==> src/logic/tlb_pkg.sv <==
package tlb_pkg;

  // --------------------
  // Geometry
  // --------------------
  localparam int TLB_ORDER  = 6;
  localparam int N_SETS     = 2 ** TLB_ORDER;
  localparam int N_WAYS     = 4;
  localparam int WAY_BITS   = 2;

  // Address split for 4 KiB pages
  localparam int PG_BITS    = 12;
  localparam int VADDR_BITS = 48;
  localparam int PADDR_BITS = 40;
  localparam int TAG_BITS   = VADDR_BITS - TLB_ORDER - PG_BITS;
  localparam int PPN_BITS   = PADDR_BITS - PG_BITS;
  localparam int PID_BITS   = 6;
  localparam int HPID_BITS  = 32;

  typedef logic [VADDR_BITS-1:0] vaddr_t;
  typedef logic [TLB_ORDER-1:0]  tlb_idx_t;
  typedef logic [TAG_BITS-1:0]   tlb_tag_t;
  typedef logic [PPN_BITS-1:0]   ppn_t;
  typedef logic [PID_BITS-1:0]   pid_t;
  typedef logic [HPID_BITS-1:0]  hpid_t;
  typedef logic [WAY_BITS-1:0]   way_t;

  // --------------------
  // Packed records
  // --------------------
  typedef struct packed {
    logic     valid;
    pid_t     pid;
    tlb_tag_t tag;
    ppn_t     ppn;
    hpid_t    hpid;
  } tlb_entry_t;

  // Insert when set, remove when clear
  typedef struct packed {
    logic insert;
    pid_t pid;
    struct packed {
      tlb_tag_t tag;
      tlb_idx_t idx;
    } vpn;
    ppn_t  ppn;
    hpid_t hpid;
  } tlb_upd_t;

  typedef struct packed {
    vaddr_t vaddr;
    pid_t   pid;
    logic   wr;
  } tlb_lup_req_t;

  typedef struct packed {
    logic       hit;
    tlb_entry_t entry;
  } tlb_lup_rsp_t;

  // Compared as a 2-bit value, referenced bit weighs more
  typedef struct packed {
    logic referenced;
    logic modified;
  } way_usage_t;

  typedef enum logic [1:0] {
    IDLE,
    READ,
    COMMIT
  } upd_state_t;

endpackage
==> src/logic/tlb_victim_sel.sv <==
`timescale 1ns/1ps

module tlb_victim_sel import tlb_pkg::*; (
  input  logic [N_WAYS-1:0] rd_valid,
  input  way_usage_t        rd_usage [N_WAYS],
  output way_t              victim_way,
  output logic              set_full
);

  way_t       free_way;
  way_t       nru_way;
  logic [1:0] cur_usage;
  logic [1:0] min_usage;

  // Lowest free way, scanned downwards so the last hit wins
  always_comb begin
    set_full = 1'b1;
    free_way = '0;
    for (int i = N_WAYS - 1; i >= 0; i--) begin
      if (!rd_valid[i]) begin
        set_full = 1'b0;
        free_way = way_t'(i);
      end
    end
  end

  // Least used way, ties go to the higher number
  always_comb begin
    nru_way   = '0;
    min_usage = 2'b11;
    cur_usage = '0;
    for (int i = 0; i < N_WAYS; i++) begin
      cur_usage = rd_usage[i];
      if (cur_usage <= min_usage) begin
        min_usage = cur_usage;
        nru_way   = way_t'(i);
      end
    end
  end

  assign victim_way = set_full ? nru_way : free_way;

endmodule

==> config.mk <==
export PLATFORM = sky130hd
export DESIGN_NAME = tlb_victim_sel
export DESIGN_NICKNAME = d
export VERILOG_FILES = /design/src/logic/tlb_pkg.sv /design/src/logic/tlb_victim_sel.sv
export SDC_FILE = /design/constraint.sdc
export NUM_CORES = 1
export LEC_CHECK = 0
export ABC_AREA = 0
export BUFFER_PORTS_ARGS = -buffer_cell sky130_fd_sc_hd__buf_2
export CAP_MARGIN = 20
export CORE_AREA = 4 4 41 43
export DETAILED_ROUTE_END_ITERATION = 6
export DIE_AREA = 0 0 45 47
export SETUP_SLACK_MARGIN = 0.02
export SYNTH_ARGS = -nofsm -noshare
export SYNTH_HDL_FRONTEND = slang
export SYNTH_SLANG_ARGS = --single-unit
==> constraint.sdc <==
create_clock -name vclk -period 4.5
set_clock_uncertainty 0.15 [all_clocks]
set_input_delay 0.675 -clock vclk [all_inputs]
set_output_delay 0.675 -clock vclk [all_outputs]
set_load 0.03 [all_outputs]
==> results.sh <==
export IMPL_fin_util=0.267
export IMPL_avgViaCountPerCell=3.94
export IMPL_final_cells=66
export IMPL_netlist_top_cells_count="7 x ha_1, 6 x inv_1, 6 x nand2_1"
export IMPL_dieArea_um2=2120
export IMPL_synth_cell_type_count=14
export IMPL_synth_area_leaders="ha_1 34%, mux2_4 12%, inv_1 8.9%"
export IMPL_initial_utilization=0.195
export IMPL_final_net_count=72
export IMPL_comb_power_share=1.000
export IMPL_post_cts_buffers=0
export IMPL_final_layout_size_suffix_gt1_frac=0.373
export IMPL_dp_hpwl_um=486
export IMPL_fin_crit_sh=0.925
export IMPL_fin_hold_ws_ns=1.59
export IMPL_maxSlewViolCount=0
export IMPL_postLayoutCellArea_um2=348
export IMPL_areaGrowthSynthToFinish_pct=36.9
export IMPL_yosysTopAreaCell="ha_1"
export IMPL_track_usage=0.0504
export IMPL_rows=13
export IMPL_postPlaceCellArea_um2=348
export IMPL_post_synth_instance_area_um2=254
export IMPL_drc=0
export IMPL_peakVddDrop_mv=0.0359
export IMPL_cp_arrival_ns=3.34
export IMPL_io_pin_count=15
export IMPL_antenna_cells=0
export IMPL_seq_cell_count=0
export IMPL_die_y_um=47
export IMPL_start_kind="input pin"
export IMPL_path_max_fanout=3
export IMPL_grt_pass1_vias=245
export IMPL_drt_iter0_markers=3
export IMPL_p_leak_nw=0.208
export IMPL_globalRouteOverflowTotal=0
export IMPL_fin_tns_setup_ns=0
export IMPL_endpoint_kind="output pin"
export IMPL_io_buffer_count=15
export IMPL_min_from="rd_valid[0]"
export IMPL_rsz0062_at_grt="no"
export IMPL_pwr_share_clk=0
export IMPL_drt_wirelength_per_cell_um=7.74
export IMPL_worstHoldPathCells=4
export IMPL_place_congestion=0.670
export IMPL_clkbuf_count=0
export IMPL_cp_data_required_time_ns=3.67
export IMPL_ys_warn_count=0
export IMPL_synth_avg_cell_area_um2=7.06
export IMPL_synth_top_area_share=0.345
export IMPL_die_x_um=45
export IMPL_p_sw_frac=0.503
export IMPL_setup_viol=0
export IMPL_grt_pass1_wl_um=883
export IMPL_yosysMostFrequentCell="ha_1"
export IMPL_timing_hold_violations_final=0
export IMPL_p_per_area_nw_per_um2=122
export IMPL_max_freq_mhz=240
export IMPL_yosysSeqAreaShare=0
export IMPL_critPathKind="input pin to output pin"
export IMPL_cts_hold_buf=0
export IMPL_hold_class="input pin to output pin"
export IMPL_min_period_ns=4.16
export IMPL_first_pass_iters=4
export IMPL_p_sw_mw=0.0213
export IMPL_core_area_um2=1300
export IMPL_dp_cells=66
export IMPL_netlist_instances=36
export IMPL_grt_max_degree=4
export IMPL_ff_latch_area_um2=0
export IMPL_syn_nets=55
export IMPL_via_count=260
export IMPL_max_cap_violations=0
export IMPL_status="finished, final reports clean"
export IMPL_postRouteAntennaNets=0
export IMPL_wirelength_um=511
export IMPL_slew_headroom=0.770
export IMPL_cts_resized_gates=0
export IMPL_tightest_slew_ns=0.342
export IMPL_min_to="victim_way[1]"
export IMPL_sequentialPowerShare=0
export IMPL_power_internal_mw=0.0211
export IMPL_antenna_found_initial=0
## per-stage QoR
| stage | total power, mW | setup WS, ns |
|---|---|---|
| after floorplan | 0.0311 | 0.477 |
| after global placement | 0.0423 | 0.326 |
| after detailed placement | 0.0430 | 0.325 |
| after CTS | 0.0433 | 0.311 |
| after global routing | 0.0495 | 0.0615 |
| final | 0.0425 | 0.339 |
## cells by family (layout without fill, tap and decap cells)
family	count (synthesis)	after routing	share of synthesized area
adders and majority gates	7	7	0.345
buffers and inverters	6	21	0.0887
and+or+nand+nor	14	14	0.276
AOI/OAI and AO/OA	7	7	0.172
muxes	2	2	0.118
## placed cells by master, fill, tap and decap left out
cell type	instances
nor3_1	1
buf_2	15
o21ai_0	3
nor2b_4	1
nand2_1	6
nor2_1	3
o21a_1	1
ha_1	7
mux2_4	2
inv_1	6
a21oi_1	1
nor2b_1	2
a22oi_1	1
o21ai_2	1
nand3_1	1
## final cells by class
type / count / area [um2]
multi-input cells: 30 / 231
well taps: 15 / 18.8
repair buffers: 15 / 75.1
fillers: 160 / 953
inverters: 6 / 22.5
## worst max-delay path: stages
cell and delay, ns:
buf_2 0.11, ha_1 0.30, nor2b_4 0.13, o21ai_2 0.14, mux2_4 0.32, ha_1 0.27
nand2_1 0.08, o21ai_0 0.14, nor2_1 0.12, a21oi_1 0.05, ha_1 0.29, nor2b_1 0.13
o21ai_0 0.20, nor3_1 0.07, nor2_1 0.10, buf_2 0.20
## routing by layer
metal	up-vias	global-route usage	wire (um)
li1	151	-	-
met1	97	0.0764	261
met2	12	0.0819	188
met3	0	0.00383	61
met4	0	0	0
met5	-	0	0
## power by group through the flow
stage	registers [mW]	clock network, mW	logic, mW
global placement	0	0	0.0423
detailed placement	0	0	0.0430
floorplan	0	0	0.0311
global route	0	0	0.0495
finish	0	0	0.0425
CTS	0	0	0.0433
## worst max path at each step
stage                     to  slack (ns)  depth (start not counted)         from
3_3_place_gp   victim_way[0]        0.33                         16  rd_usage[5]
5_1_grt        victim_way[0]        0.06                         17  rd_usage[7]
6_report       victim_way[1]        0.34                         16  rd_usage[5]
4_1_cts        victim_way[0]        0.31                         16  rd_usage[5]
3_5_place_dp   victim_way[0]        0.33                         16  rd_usage[5]
2_1_floorplan  victim_way[1]        0.48                         15  rd_usage[7]
No activity file was read; power rests on OpenSTA's default activity.
