**config.mk**
```make
export PLATFORM = sky130hd
export DESIGN_NAME = tlb_lookup
export DESIGN_NICKNAME = d
export VERILOG_FILES = /design/src/logic/tlb_pkg.sv /design/src/logic/tlb_lookup.sv
export SDC_FILE = /design/constraint.sdc
export NUM_CORES = 1
export LEC_CHECK = 0
export BUFFER_PORTS_ARGS = -buffer_cell sky130_fd_sc_hd__buf_2
export CORE_AREA = 2 2 218 220
export DETAILED_ROUTE_END_ITERATION = 6
export DIE_AREA = 0 0 220 222
export SYNTH_ARGS = -nofsm -noshare
export SYNTH_HDL_FRONTEND = slang
export SYNTH_SLANG_ARGS = --single-unit
```
**constraint.sdc**
```tcl
create_clock -name aclk -period 4.5 [get_ports aclk]
set_input_delay 1.35 -clock aclk [delete_from_list [all_inputs] [get_ports aclk]]
set_output_delay 1.35 -clock aclk [all_outputs]
set_load 0.01 [all_outputs]
```
**src/logic/tlb_pkg.sv**
```systemverilog
package tlb_pkg;

  // --------------------
  // Geometry
  // --------------------
  localparam int TLB_ORDER  = 6;
  localparam int N_SETS     = 2 ** TLB_ORDER;
  localparam int N_WAYS     = 4;
  localparam int WAY_BITS   = 2;

  // Address split for 4 KiB pages
  localparam int PG_BITS    = 12;
  localparam int VADDR_BITS = 48;
  localparam int PADDR_BITS = 40;
  localparam int TAG_BITS   = VADDR_BITS - TLB_ORDER - PG_BITS;
  localparam int PPN_BITS   = PADDR_BITS - PG_BITS;
  localparam int PID_BITS   = 6;
  localparam int HPID_BITS  = 32;

  typedef logic [VADDR_BITS-1:0] vaddr_t;
  typedef logic [TLB_ORDER-1:0]  tlb_idx_t;
  typedef logic [TAG_BITS-1:0]   tlb_tag_t;
  typedef logic [PPN_BITS-1:0]   ppn_t;
  typedef logic [PID_BITS-1:0]   pid_t;
  typedef logic [HPID_BITS-1:0]  hpid_t;
  typedef logic [WAY_BITS-1:0]   way_t;

  // --------------------
  // Packed records
  // --------------------
  typedef struct packed {
    logic     valid;
    pid_t     pid;
    tlb_tag_t tag;
    ppn_t     ppn;
    hpid_t    hpid;
  } tlb_entry_t;

  // Insert when set, remove when clear
  typedef struct packed {
    logic insert;
    pid_t pid;
    struct packed {
      tlb_tag_t tag;
      tlb_idx_t idx;
    } vpn;
    ppn_t  ppn;
    hpid_t hpid;
  } tlb_upd_t;

  typedef struct packed {
    vaddr_t vaddr;
    pid_t   pid;
    logic   wr;
  } tlb_lup_req_t;

  typedef struct packed {
    logic       hit;
    tlb_entry_t entry;
  } tlb_lup_rsp_t;

  // Compared as a 2-bit value, referenced bit weighs more
  typedef struct packed {
    logic referenced;
    logic modified;
  } way_usage_t;

  typedef enum logic [1:0] {
    IDLE,
    READ,
    COMMIT
  } upd_state_t;

endpackage
```
**src/logic/tlb_lookup.sv**
```systemverilog
`timescale 1ns/1ps

module tlb_lookup import tlb_pkg::*; (
  input  logic              aclk,
  input  logic              aresetn,
  input  logic              lup_valid,
  input  tlb_lup_req_t      lup_req,
  output tlb_idx_t          lup_idx,
  input  tlb_entry_t        lup_entry [N_WAYS],
  output logic [N_WAYS-1:0] touch,
  output tlb_idx_t          touch_idx,
  output logic              touch_wr,
  output logic              rsp_valid,
  output tlb_lup_rsp_t      rsp
);

  // Stage 0 holds the request while the ways are read
  tlb_lup_req_t      req_q;
  logic              req_vld;
  // Stage 1 lines up with the way outputs
  tlb_idx_t          s1_idx;
  tlb_tag_t          s1_tag;
  pid_t              s1_pid;
  logic              s1_wr;
  logic              s1_vld;
  logic [N_WAYS-1:0] way_hit;
  logic              hit;
  way_t              hit_way;

  always_ff @(posedge aclk) begin
    if (!aresetn) begin
      req_vld   <= 1'b0;
      s1_vld    <= 1'b0;
      rsp_valid <= 1'b0;
    end else begin
      req_vld   <= lup_valid;
      s1_vld    <= req_vld;
      rsp_valid <= s1_vld;
    end
  end

  always_ff @(posedge aclk) begin
    req_q  <= lup_req;
    s1_idx <= req_q.vaddr[PG_BITS +: TLB_ORDER];
    s1_tag <= req_q.vaddr[PG_BITS + TLB_ORDER +: TAG_BITS];
    s1_pid <= req_q.pid;
    s1_wr  <= req_q.wr;
  end

  assign lup_idx = req_q.vaddr[PG_BITS +: TLB_ORDER];

  // --------------------
  // Tag compare
  // --------------------
  always_comb begin
    hit     = 1'b0;
    hit_way = '0;
    for (int i = 0; i < N_WAYS; i++) begin
      way_hit[i] = lup_entry[i].valid && (lup_entry[i].tag == s1_tag) &&
                   (lup_entry[i].pid == s1_pid);
      if (way_hit[i]) begin
        hit     = 1'b1;
        hit_way = way_t'(i);
      end
    end
  end

  // Usage update lands with the result register
  always_comb begin
    touch          = '0;
    touch[hit_way] = s1_vld && hit;
  end

  assign touch_idx = s1_idx;
  assign touch_wr  = s1_wr;

  always_ff @(posedge aclk) begin
    rsp.hit   <= hit;
    rsp.entry <= hit ? lup_entry[hit_way] : '0;
  end

endmodule

```
==> results of run 1 <==
[timing repair]
action / 4_1_cts / 5_1_grt
endpoints found under the setup margin: 4 / 4
resized for setup: 2 / 4
setup buffers: 0 / 1
pin swaps: 0 / 3
[power by group through the flow]
stage	combinational (uW)	clock, uW	sequential (uW)
finish	490	1710	1730
global route	527	1840	1740
floorplan	141	0	1760
global placement	490	0	1770
detailed placement	491	0	1770
CTS	496	1790	1730
[layer usage]
| metal | routed length (um) | track usage (%) | up-vias |
|---|---|---|---|
| li1 | - | - | 4373 |
| met1 | 17950 | 21.09 | 4475 |
| met2 | 22590 | 31.28 | 521 |
| met3 | 3762 | 5.007 | 63 |
| met4 | 1454 | 7.707 | 2 |
| met5 | 17 | 0 | - |
[placed cells by master, fill, tap and decap left out]
| cell type | synthesis | layout |
|---|---|---|
| a222oi_1 | 2 | 2 |
| clkinv_8 | 0 | 3 |
| buf_2 | 20 | 549 |
| nor3_1 | 5 | 5 |
| inv_6 | 0 | 7 |
| clkbuf_16 | 0 | 17 |
| nand3_4 | 0 | 1 |
| inv_8 | 0 | 2 |
| bufinv_16 | 0 | 3 |
| dfxtp_1 | 187 | 187 |
| or3_4 | 0 | 1 |
| xor2_1 | 57 | 57 |
| o2111ai_1 | 1 | 1 |
| nand2_1 | 1 | 1 |
| o2111a_2 | 1 | 1 |
| buf_4 | 10 | 57 |
| and2_1 | 3 | 3 |
| o22ai_1 | 1 | 1 |
| inv_1 | 9 | 9 |
| o21ai_0 | 3 | 3 |
| and4bb_1 | 1 | 1 |
| a2111oi_0 | 56 | 55 |
| a2111oi_1 | 34 | 35 |
| xnor2_1 | 81 | 79 |
| nor4_2 | 0 | 2 |
| nand2b_1 | 2 | 2 |
| nor4_1 | 114 | 112 |
| o21a_4 | 0 | 1 |
| xnor2_2 | 0 | 2 |
| and3_4 | 0 | 1 |
| nand3_1 | 4 | 3 |
| nand4_1 | 23 | 23 |
| mux2i_1 | 96 | 96 |
| a2111oi_2 | 6 | 6 |
| buf_12 | 0 | 7 |
| diode_2 | 0 | 8 |
| nor2_1 | 97 | 97 |
[metrics by stage]
| stage | std cells | worst slack (ns) | TNS (ns) | power (uW) |
|---|---|---|---|---|
| after floorplan | 868 | 0.2003 | 0 | 1906 |
| after global placement | 2006 | -0.3536 | -1.433 | 2261 |
| after detailed placement | 2006 | -0.2874 | -1.125 | 2263 |
| after CTS | 2038 | 0.01350 | 0 | 4016 |
| after global routing | 2044 | 0.003139 | 0 | 4101 |
| final | 2047 | 0.1107 | 0 | 3937 |
[area by class of cell]
type / count / area [um^2] / share of cell area, %
multi-input combinational: 591 / 4546 / 34.79
sequential: 187 / 3744 / 28.65
timing repair buffer: 613 / 3316 / 25.38
tap: 607 / 759.5 / 5.812
clock buffer: 17 / 425.4 / 3.256
clock inverter: 15 / 222.7 / 1.704
inverter: 9 / 33.78 / 0.2585
antenna: 8 / 20.02 / 0.1532
[state kept, by name, summed over array words and instances (netlist names)]
| name | flops |
|---|---|
| s1_tag | 30 |
| lup_idx | 6 |
| touch_idx | 6 |
| s1_vld | 1 |
| s1_pid | 6 |
| rsp_valid | 1 |
| rsp | 98 |
| req_vld | 1 |
| req_q | 37 |
| touch_wr | 1 |
[kinds of logic (layout without fill, tap and decap cells)]
family,Yosys count,after routing,synth area share (%)
AO/OA/AOI/OAI,105,105,11.44
XOR/XNOR,138,138,13.95
buffers and inverters,90,654,4.983
flip-flops,187,187,43.22
multiplexers,96,96,11.09
other,0,8,0
AND/OR/NAND/NOR,252,252,15.31
[how the worst max path moves through the flow]
stage                         from                 end  slack, ns  cells after the start
global placement    lup_entry[289]  rsp[20]$_SDFF_PN0_      -0.35                      9
detailed placement  lup_entry[289]  rsp[20]$_SDFF_PN0_      -0.29                      9
floorplan            lup_entry[67]            touch[1]       0.20                      9
CTS                 lup_entry[159]            touch[1]       0.01                     11
finish               lup_entry[83]            touch[2]       0.11                      9
global route        lup_entry[358]            touch[0]      0.003                      7
==> metrics.md, run 1 <==
| Metric | Value |
|---|---|
| Result of the run | complete, no violations |
| Final Hold Fails | 0 |
| Relative contribution of sequential cells to total power | 44.0% |
| Number of cells produced by synthesis | 868 |
| Critical register-to-register path endpoint | rsp[21]$_SDFF_PN0_ |
| Critical path's largest stage delay | 0.44 ns |
| Most repeated cell in the gate-level netlist after synthesis | dfxtp_1 |
| Async SR Flop Fraction | 0% |
| Internal power | 2855 uW |
| # setup viols final | 0 |
| Max stage delay cell, worst path | nor4_1 |
| Combinational share of power | 12.4% |
| Min cycle time layout | 4.389 ns |
| Via count of the first global-routing pass | 9527 |
| CP endpoint kind | output port |
| Largest delay share family, worst path | simple AND/OR/NAND/NOR gates |
| Period utilisation layout | 97.54% |
| WHS Path Cells | 0 |
| Static leakage | 0.006335 uW |
| Sinks on the clock net | 187 |
| Worst reg-to-reg path cell count | 9 |
| Combined buffer and inverter count along the critical path | 3 |
| Die Y-Extent | 222 um |
| Number of flops mapped to enable cells by yosys | 0 |
| Wire length of the first global-routing pass | 63600 um |
| Ys flop type | dfxtp_1 |
| Hold bufs inserted after CTS | 0 |
| Final number of max-transition violations | 0 |
| Area growth, synth to finish | 50.85% |
| Clock latency reported for the late side of the worst-skew pair | 0.49 ns |
| Detailed-placement wirelength estimate | 37230 um |
| Sink of the worst hold path | s1_tag[13]$_DFF_P_ |
| Ordered list of cells on the worst path | buf_2, xnor2_1, nand4_1, nor4_1, buf_4, nand3_4, nand2_1, nor3_1, buf_2 |
| Most common cell on crit path | buf_2 |
| Detail-routed via count per cell | 4.609 |
| Share of the synthesized area in the top cell type | 43.22% |
| Total length of routed wires | 45770 um |
| Share of post-route cells with drive strength above 1 | 46.09% |
| Die X | 220 um |
| Critical path class | in2out |
| DRC errors left | 0 |
| FF-to-FF Start | s1_pid[5]$_DFF_P_ |
| Clk root buf | clkbuf_16 |
| Total routing resource utilization after global routing | 18.22% |
| Global route total overflow | 0 |
| Synth cell types | 31 |
| Signal arrival time at the worst endpoint | 3.04 ns |
| Number of DRC markers in iteration 0 | 514 |
| Placed cell areas | 12360 um^2 |
| Synth area leaders | dfxtp_1, mux2i_1, nor4_1, xnor2_1, xor2_1 |
| Count of buffers inserted at the top-level ports | 549 |
| Switching share of total power | 27.49% |
| Number of buffers created by CTS | 17 |
| I/O pin cnt | 562 |
| Relative slew slack | 39.24% |
| Number of nets in the layout | 1865 |
| Synthesized netlist net count | 1314 |
| Layout fillers | 4879 |
| Number of buffers on the longest clock path | 2 |
| Peak fanout along the critical path | 4 |
| Number of H-tree levels | 4 |
| Min-delay src | req_q[38]$_DFF_P_ |
| Detailed-route via count | 9434 |
| Seq cells post-synth | 187 |
| Final RePlAce weighted congestion | 0.9158 |
| Power per standard cell area | 301.3 nW/um^2 |
| Actual transition at the worst max-transition pin | 0.9114 ns |
| Worst ir drop on vdd | 0.3445 mV |
| Core area | 46260 um^2 |
| Number of max-cap violations | 0 |
| Die area | 48840 um^2 |
| TritonCTS clock tree | yes |
| Proportion of power drawn by the clock network | 43.5% |
| Critical path startpoint category | primary input |
| Pin count of the biggest net entering global routing | 63 |
| Setup skew after layout | 0.01563 ns |
| Final antenna-violating net count | 0 |
| Path class of the lowest-slack min-delay path | reg2reg |
| Top cells by count, synth | dfxtp_1, nor4_1, nor2_1, mux2i_1, xnor2_1 |
| Register clock-pin slew on the reported worst setup and hold paths | 0.07 ns |
| Synthesized area | 8662 um^2 |
| Max Freq | 227.8 MHz |
| Sequential share of the synthesized area | 43.22% |
| Standard-cell rows | 79 |
| Setup repair after global routing missed its margin | false |
| Post-synth top area cell | dfxtp_1 |
| Final Core Density | 28.25% |
| Ys Warns | 0 |
| Net switching component of the power | 1082 uW |
| Final Cell Area | 13070 um^2 |
| Flop-to-flop setup slack | 0.79 ns |
| Worst hold margin | 0.3291 ns |
| Starting utilization of the core area | 18.72% |
| Critical path required time | 3.15 ns |
| Number of iterations in the first detailed-routing pass | 5 |
| Post-Syn Area per Cell | 9.979 um^2 |
| Initial antenna violation count | 9 |
| Routed wire length per instance | 22.36 um |
Note: power is estimated with default switching activity, not from simulation.
==> run 2, diff against run 1 <==
Settings changed: PLACE_DENSITY from default to 0.54.
==> run 2 against run 1 <==
Compared with the run above: the run now ends with negative setup slack left; worst hold slack worse by 0.0012 ns; count of clock-buffer cells in the layout up 2; maximum frequency down 2.9%; final cell count about the same; combinational power up 1%; cell area down 0.83%; total power down 5.2%; flip-flop and latch count unchanged; sequential power about the same; global-route usage down 0.29 points; via count up 0.26%; utilization down 0.24 points.
==> metrics.md, run 2 (synthesized netlist as in run 1, its figures left out) <==
| Metric | Value |
|---|---|
| Static leakage | 0.006289 uW |
| Area of combinational cells with multiple inputs | 4524 um^2 |
| Final Hold Fails | 0 |
| Final RePlAce weighted congestion | 0.9181 |
| Max Freq | 221.2 MHz |
| Final Worst Setup Slack | -0.02050 ns |
| Critical register-to-register path endpoint | rsp[31]$_SDFF_PN0_ |
| Busiest grt layer | met2 |
| Global route total overflow | 0 |
| Detailed-placement wirelength estimate | 36720 um |
| Layout fillers | 5027 |
| Flop-to-flop setup slack | 0.73 ns |
| Met1 usage in global routing | 20.88% |
| Most common library cell in the layout ignoring fill and taps | buf_2 |
| Final antenna-violating net count | 0 |
| Routing usage on met3 | 5.089% |
| Register clock-pin slew on the reported worst setup and hold paths | 0.07 ns |
| Peak fanout along the critical path | 2 |
| Clock latency reported for the late side of the worst-skew pair | 0.49 ns |
| Area growth, synth to finish | 49.59% |
| Number of H-tree levels | 4 |
| Signal arrival time at the worst endpoint | 3.17 ns |
| Number of flip-flops in the largest register | 98 |
| Number of max-cap violations | 0 |
| Setup repair after global routing missed its margin | true |
| Critical path required time | 3.15 ns |
| Crit path to | touch[0] |
| # setup viols final | 1 |
| DRC errors left | 0 |
| Number of buffers created by CTS | 17 |
| Ordered list of cells on the worst path | buf_2, xor2_1, nor4_1, nand4_1, or3_1, nor3_1, buf_2 |
| Clk root buf | clkbuf_16 |
| Final number of max-transition violations | 0 |
| Final Core Density | 28.01% |
| Relative slew slack | 33.75% |
| Standard-cell rows | 79 |
| Violations in the final reports | negative setup slack |
| Detailed-route via count | 9459 |
| Routed wire length per instance | 22.19 um |
| TritonCTS clock tree | yes |
| Commonest cells after routing, fill and taps aside | buf_2, dfxtp_1, nor4_1, nor2_1, mux2i_1 |
| Hold bufs inserted after CTS | 0 |
| Pin count of the biggest net entering global routing | 64 |
| Setup skew after layout | 0.02248 ns |
| Source of the critical timing path | lup_entry[382] |
| Initial antenna violation count | 13 |
| Die X | 220 um |
| Share of post-route cells with drive strength above 1 | 46.03% |
| Number of iterations in the first detailed-routing pass | 6 |
| Worst reg-to-reg path cell count | 12 |
| Number of nets in the layout | 1869 |
| Most common cell on crit path | buf_2 |
| CP endpoint kind | output port |
| Critical path's largest stage delay | 0.49 ns |
| Starting utilization of the core area | 18.72% |
| Count of buffers inserted at the top-level ports | 549 |
| Min cycle time layout | 4.521 ns |
| Wire length of the first global-routing pass | 62340 um |
| Number of buffers on the longest clock path | 2 |
| Critical path startpoint category | primary input |
| Register bank with the most flops | rsp |
| Worst ir drop on vdd | 0.3346 mV |
| Critical path class | in2out |
| Worst hold margin | 0.3279 ns |
| Leading registers by flop count | rsp (98), req_q (37), s1_tag (30) |
| Detail-routed via count per cell | 4.616 |
| Die Y-Extent | 222 um |
| Path class of the lowest-slack min-delay path | reg2reg |
| Max stage delay cell, worst path | or3_1 |
| Number of DRC markers in iteration 0 | 571 |
| Total length of routed wires | 45460 um |
| Period utilisation layout | 100.5% |
| Die area | 48840 um^2 |
| FF-to-FF Start | s1_tag[2]$_DFF_P_ |
| Result of the run | finished with violations |
| Total routing resource utilization after global routing | 17.94% |
| Routing usage on met2 | 30.89% |
| Power per standard cell area | 288.1 nW/um^2 |
| Core area | 46260 um^2 |
| Sinks on the clock net | 187 |
| Actual transition at the worst max-transition pin | 0.9688 ns |
| I/O pin cnt | 562 |
| Pre-CTS setup slack | -0.3961 ns |
| Reg area | 3744 um^2 |
| Via count of the first global-routing pass | 9347 |
-- run 2: cell count changes in the layout (fill, tap and decap cells not counted), sizes merged --
| cell | previous run | this run |
|---|---|---|
| clkbuf | 17 | 19 |
| clkinvlp | 0 | 2 |
| inv | 18 | 15 |
| clkinv | 3 | 5 |
| buf | 613 | 617 |
| diode | 8 | 6 |
| bufinv | 3 | 0 |
-- run 2: timing repair --
| item | CTS | global route |
|---|---|---|
| gates cloned | 0 | 0 |
| resized for setup | 0 | 2 |
| setup endpoints to repair | 1 | 3 |
| endpoints found under the hold margin | 0 | 0 |
| setup buffers | 1 | 1 |
| pin swaps | 1 | 1 |
-- run 2: worst min path at each step --
stage / start / endpoint / slack, ns / cells after the start
CTS: req_q[27]$_DFF_P_ / s1_tag[2]$_DFF_P_ / 0.32 / 0
floorplan: req_q[1]$_DFF_P_ / s1_pid[0]$_DFF_P_ / 0.31 / 0
global route: req_q[31]$_DFF_P_ / s1_tag[6]$_DFF_P_ / 0.33 / 0
detailed placement: req_q[2]$_DFF_P_ / s1_pid[1]$_DFF_P_ / 0.31 / 0
global placement: req_q[52]$_DFF_P_ / s1_tag[27]$_DFF_P_ / 0.31 / 0
finish: req_q[31]$_DFF_P_ / s1_tag[6]$_DFF_P_ / 0.33 / 0
-- run 2: critical path: cells and delay by family --
family	cells	cell delay, ns
xor+xnor	1	0.22
simple gates	4	1.29
buf+inv	2	0.30
-- run 2: area by class of cell --
| cell class | count | share of cell area [%] |
|---|---|---|
| multi-input combinational | 591 | 34.92 |
| inverter | 9 | 0.2607 |
| antenna | 6 | 0.1159 |
| timing repair buffer | 617 | 25.63 |
| tap | 607 | 5.861 |
| clock inverter | 13 | 0.8304 |
| clock buffer | 19 | 3.496 |
| sequential | 187 | 28.89 |
-- run 2: per-layer routing --
metal  part of all wire (%)  vias up  wire (um)
met2                     49      530      22440
met1                     39     4486      17610
met3                    9.0       68       4107
met4                    2.7       10       1224
li1                       -     4365          -
met5                   0.16        -         75
-- run 2: power by group --
part           internal, uW  total (uW)  switching, uW
clock network           749        1500            754
registers              1700        1730           37.8
logic                   254         496            241
total                  2700        3730           1030
-- run 2: metrics by stage --
step                setup TNS, ns  cells  instance area [um^2]  total power (uW)
floorplan                       0    868                  8662              1906
global placement           -1.385   2009                 12350              2266
detailed placement         -2.159   2009                 12350              2268
CTS                             0   2042                 12920              3799
global route              -0.1084   2046                 12950              3875
finish                   -0.02050   2049                 12960              3733
==> run 3, diff against run 2 <==
Settings changed: PLACE_DENSITY 0.54 to 0.53.
==> run 3 against run 2 <==
Compared with the run above: the flow now finishes without violations; sequential power about the same; combinational power about the same; maximum frequency increased by 1.9%; global-route usage increased by 0.34 points; count of clock-buffer cells in the layout decreased by 2; register-to-register slack improved by 0.08 ns; first-iteration DRC count decreased by 4.4%; total power increased by 3.3%; sequential share of layout area decreased by 0.23 points; worst hold slack got worse by 0.0040 ns; largest power group unchanged.
==> metrics.md, run 3 (synthesized netlist as in run 1, its figures left out) <==
| Metric | Value |
|---|---|
| Die area | 48840 um^2 |
| Worst reg-to-reg path cell count | 11 |
| Final RePlAce weighted congestion | 0.9328 |
| Number of cells in the design after placement | 2001 |
| TritonCTS clock tree | yes |
| Global route total overflow | 0 |
| Critical path startpoint category | primary input |
| Detailed-placement wirelength estimate | 37050 um |
| Setup repair after global routing missed its margin | false |
| Area growth, synth to finish | 50.79% |
| Initial antenna violation count | 9 |
| FF-to-FF Start | s1_tag[2]$_DFF_P_ |
| Signal arrival time at the worst endpoint | 3.09 ns |
| Number of nets in the layout | 1860 |
| Final antenna-violating net count | 0 |
| Result of the run | complete, no violations |
| Period utilisation layout | 98.59% |
| Detail-routed via count per cell | 4.634 |
| Via count of the first global-routing pass | 9550 |
| Critical path required time | 3.15 ns |
| Min cycle time layout | 4.437 ns |
| Proportion of power drawn by the clock network | 42.1% |
| Detailed-route via count | 9448 |
| Net switching component of the power | 1100 uW |
| Final Worst Setup Slack | 0.06345 ns |
| Worst ir drop on vdd | 0.2607 mV |
| Routed wire length per instance | 22.52 um |
| Sinks on the clock net | 187 |
| Critical register-to-register path endpoint | rsp[35]$_SDFF_PN0_ |
| Count of buffers inserted at the top-level ports | 549 |
| Number of buffers created by CTS | 17 |
| Wire length of the first global-routing pass | 64010 um |
| Combinational share of power | 12.9% |
| Clock latency reported for the late side of the worst-skew pair | 0.50 ns |
| Number of standard cells in the final layout excluding fillers | 2039 |
| Met2 routed WL | 23290 um |
| Number of H-tree levels | 4 |
| Total Negative Setup Slacks | 0 ns |
| Max Freq | 225.4 MHz |
| Relative contribution of sequential cells to total power | 45.0% |
| Starting utilization of the core area | 18.72% |
| Final number of max-transition violations | 0 |
| Final Hold Fails | 0 |
| Top Layer Used | met5 |
| Final Core Density | 28.23% |
| Number of buffers on the longest clock path | 2 |
| Most common cell on crit path | buf_2 |
| Peak fanout along the critical path | 2 |
| WHS Path Cells | 0 |
| Hold bufs inserted after CTS | 0 |
| Flop-to-flop setup slack | 0.81 ns |
| Total length of routed wires | 45910 um |
| Internal power | 2755 uW |
| Actual transition at the worst max-transition pin | 1.036 ns |
| Number of max-cap violations | 0 |
| Commonest cells after routing, fill and taps aside | buf_2, dfxtp_1, nor4_1, nor2_1, mux2i_1 |
| Die Y-Extent | 222 um |
| Switching share of total power | 28.54% |
| Source of the critical timing path | lup_entry[384] |
| Pin count of the biggest net entering global routing | 58 |
| Sum of met3 wire segment lengths after detailed routing | 3806 um |
| Met1 wire length | 17790 um |
| Critical path class | in2out |
| Power per standard cell area | 295.2 nW/um^2 |
| I/O pin cnt | 562 |
| Number of DRC markers in iteration 0 | 546 |
| Setup skew after layout | 0.01246 ns |
| Relative slew slack | 30.92% |
| Ordered list of cells on the worst path | buf_2, xor2_1, nor4_1, nand4_1, or3_4, nor3_2, buf_2 |
| Sink of the worst hold path | s1_tag[18]$_DFF_P_ |
| Register clock-pin slew on the reported worst setup and hold paths | 0.08 ns |
| DRC errors left | 0 |
| Total routing resource utilization after global routing | 18.28% |
| CP endpoint kind | output port |
| Power after layout | 3855 uW |
| Max stage delay cell, worst path | or3_4 |
| Path class of the lowest-slack min-delay path | reg2reg |
| # setup viols final | 0 |
| Core area | 46260 um^2 |
| Static leakage | 0.006318 uW |
| Standard-cell rows | 79 |
| Number of iterations in the first detailed-routing pass | 5 |
| Clk root buf | clkbuf_16 |
| Most common library cell in the layout ignoring fill and taps | buf_2 |
| Min-delay src | req_q[43]$_DFF_P_ |
| Die X | 220 um |
| Number of flip-flops in the largest register | 98 |
| Register bank with the most flops | rsp |
| Critical path's largest stage delay | 0.47 ns |
| Leading registers by flop count | rsp (98), req_q (37), s1_tag (30) |
| Share of post-route cells with drive strength above 1 | 46.46% |
| Pre-CTS setup slack | -0.2297 ns |
-- run 3: cell count changes in the layout (fill, tap and decap cells not counted), sizes merged --
cell      delta
bufinv       +1
buf          -9
diode        -1
clkinv       +2
clkbuf       -2
inv          +1
clkinvlp     -2
-- run 3: worst max path at each step --
| stage | endpoint | slack, ns | cells after the start |
|---|---|---|---|
| finish | touch[0] | 0.06 | 7 |
| global route | touch[0] | 0.009 | 10 |
| CTS | touch[1] | 0.02 | 9 |
| detailed placement | rsp[35]$_SDFF_PN0_ | -0.23 | 12 |
| global placement | rsp[4]$_SDFF_PN0_ | -0.1 | 12 |
| floorplan | touch[1] | 0.20 | 9 |
-- run 3: worst max-delay path: cells and delay by family --
family | cells | cell delay [ns]
buffers and inverters | 2 | 0.28
AND/OR/NAND/NOR | 4 | 1.23
XOR/XNOR | 1 | 0.21
-- run 3: repair_timing --
item                                    CTS  global route
cloned                                    0             0
endpoints found under the setup margin    3             4
pin swaps                                 4             5
resized for setup                         6            13
setup buffers                             1             0
hold endpoints to repair                  0             0
-- run 3: power groups by stage --
stage	sequential (uW)	clock [uW]	combinational [uW]
detailed placement	1770	0	494
global placement	1770	0	494
CTS	1730	1680	499
finish	1730	1620	499
floorplan	1760	0	141
global route	1740	1730	533
-- run 3: routing by layer --
metal,track usage (%),vias up
met4,6.885,10
met2,32.17,525
met3,4.719,52
met5,0,-
met1,21.03,4505
li1,-,4356
-- run 3: final cells by class --
cell class	count	area [um^2]
tap	607	759.5
multi-input combinational	591	4602
inverter	9	33.78
clock buffer	17	425.4
clock inverter	15	196.4
timing repair buffer	608	3288
antenna	5	12.51
fill	4966	33200
sequential	187	3744
-- run 3: stage by stage --
stage                     hold WS (ns)  instance area [um^2]
after global placement          0.3105                 12320
after CTS                       0.3284                 12970
after global routing            0.3376                 13050
final                           0.3239                 13060
after floorplan                 0.3096                  8662
after detailed placement        0.3121                 12320
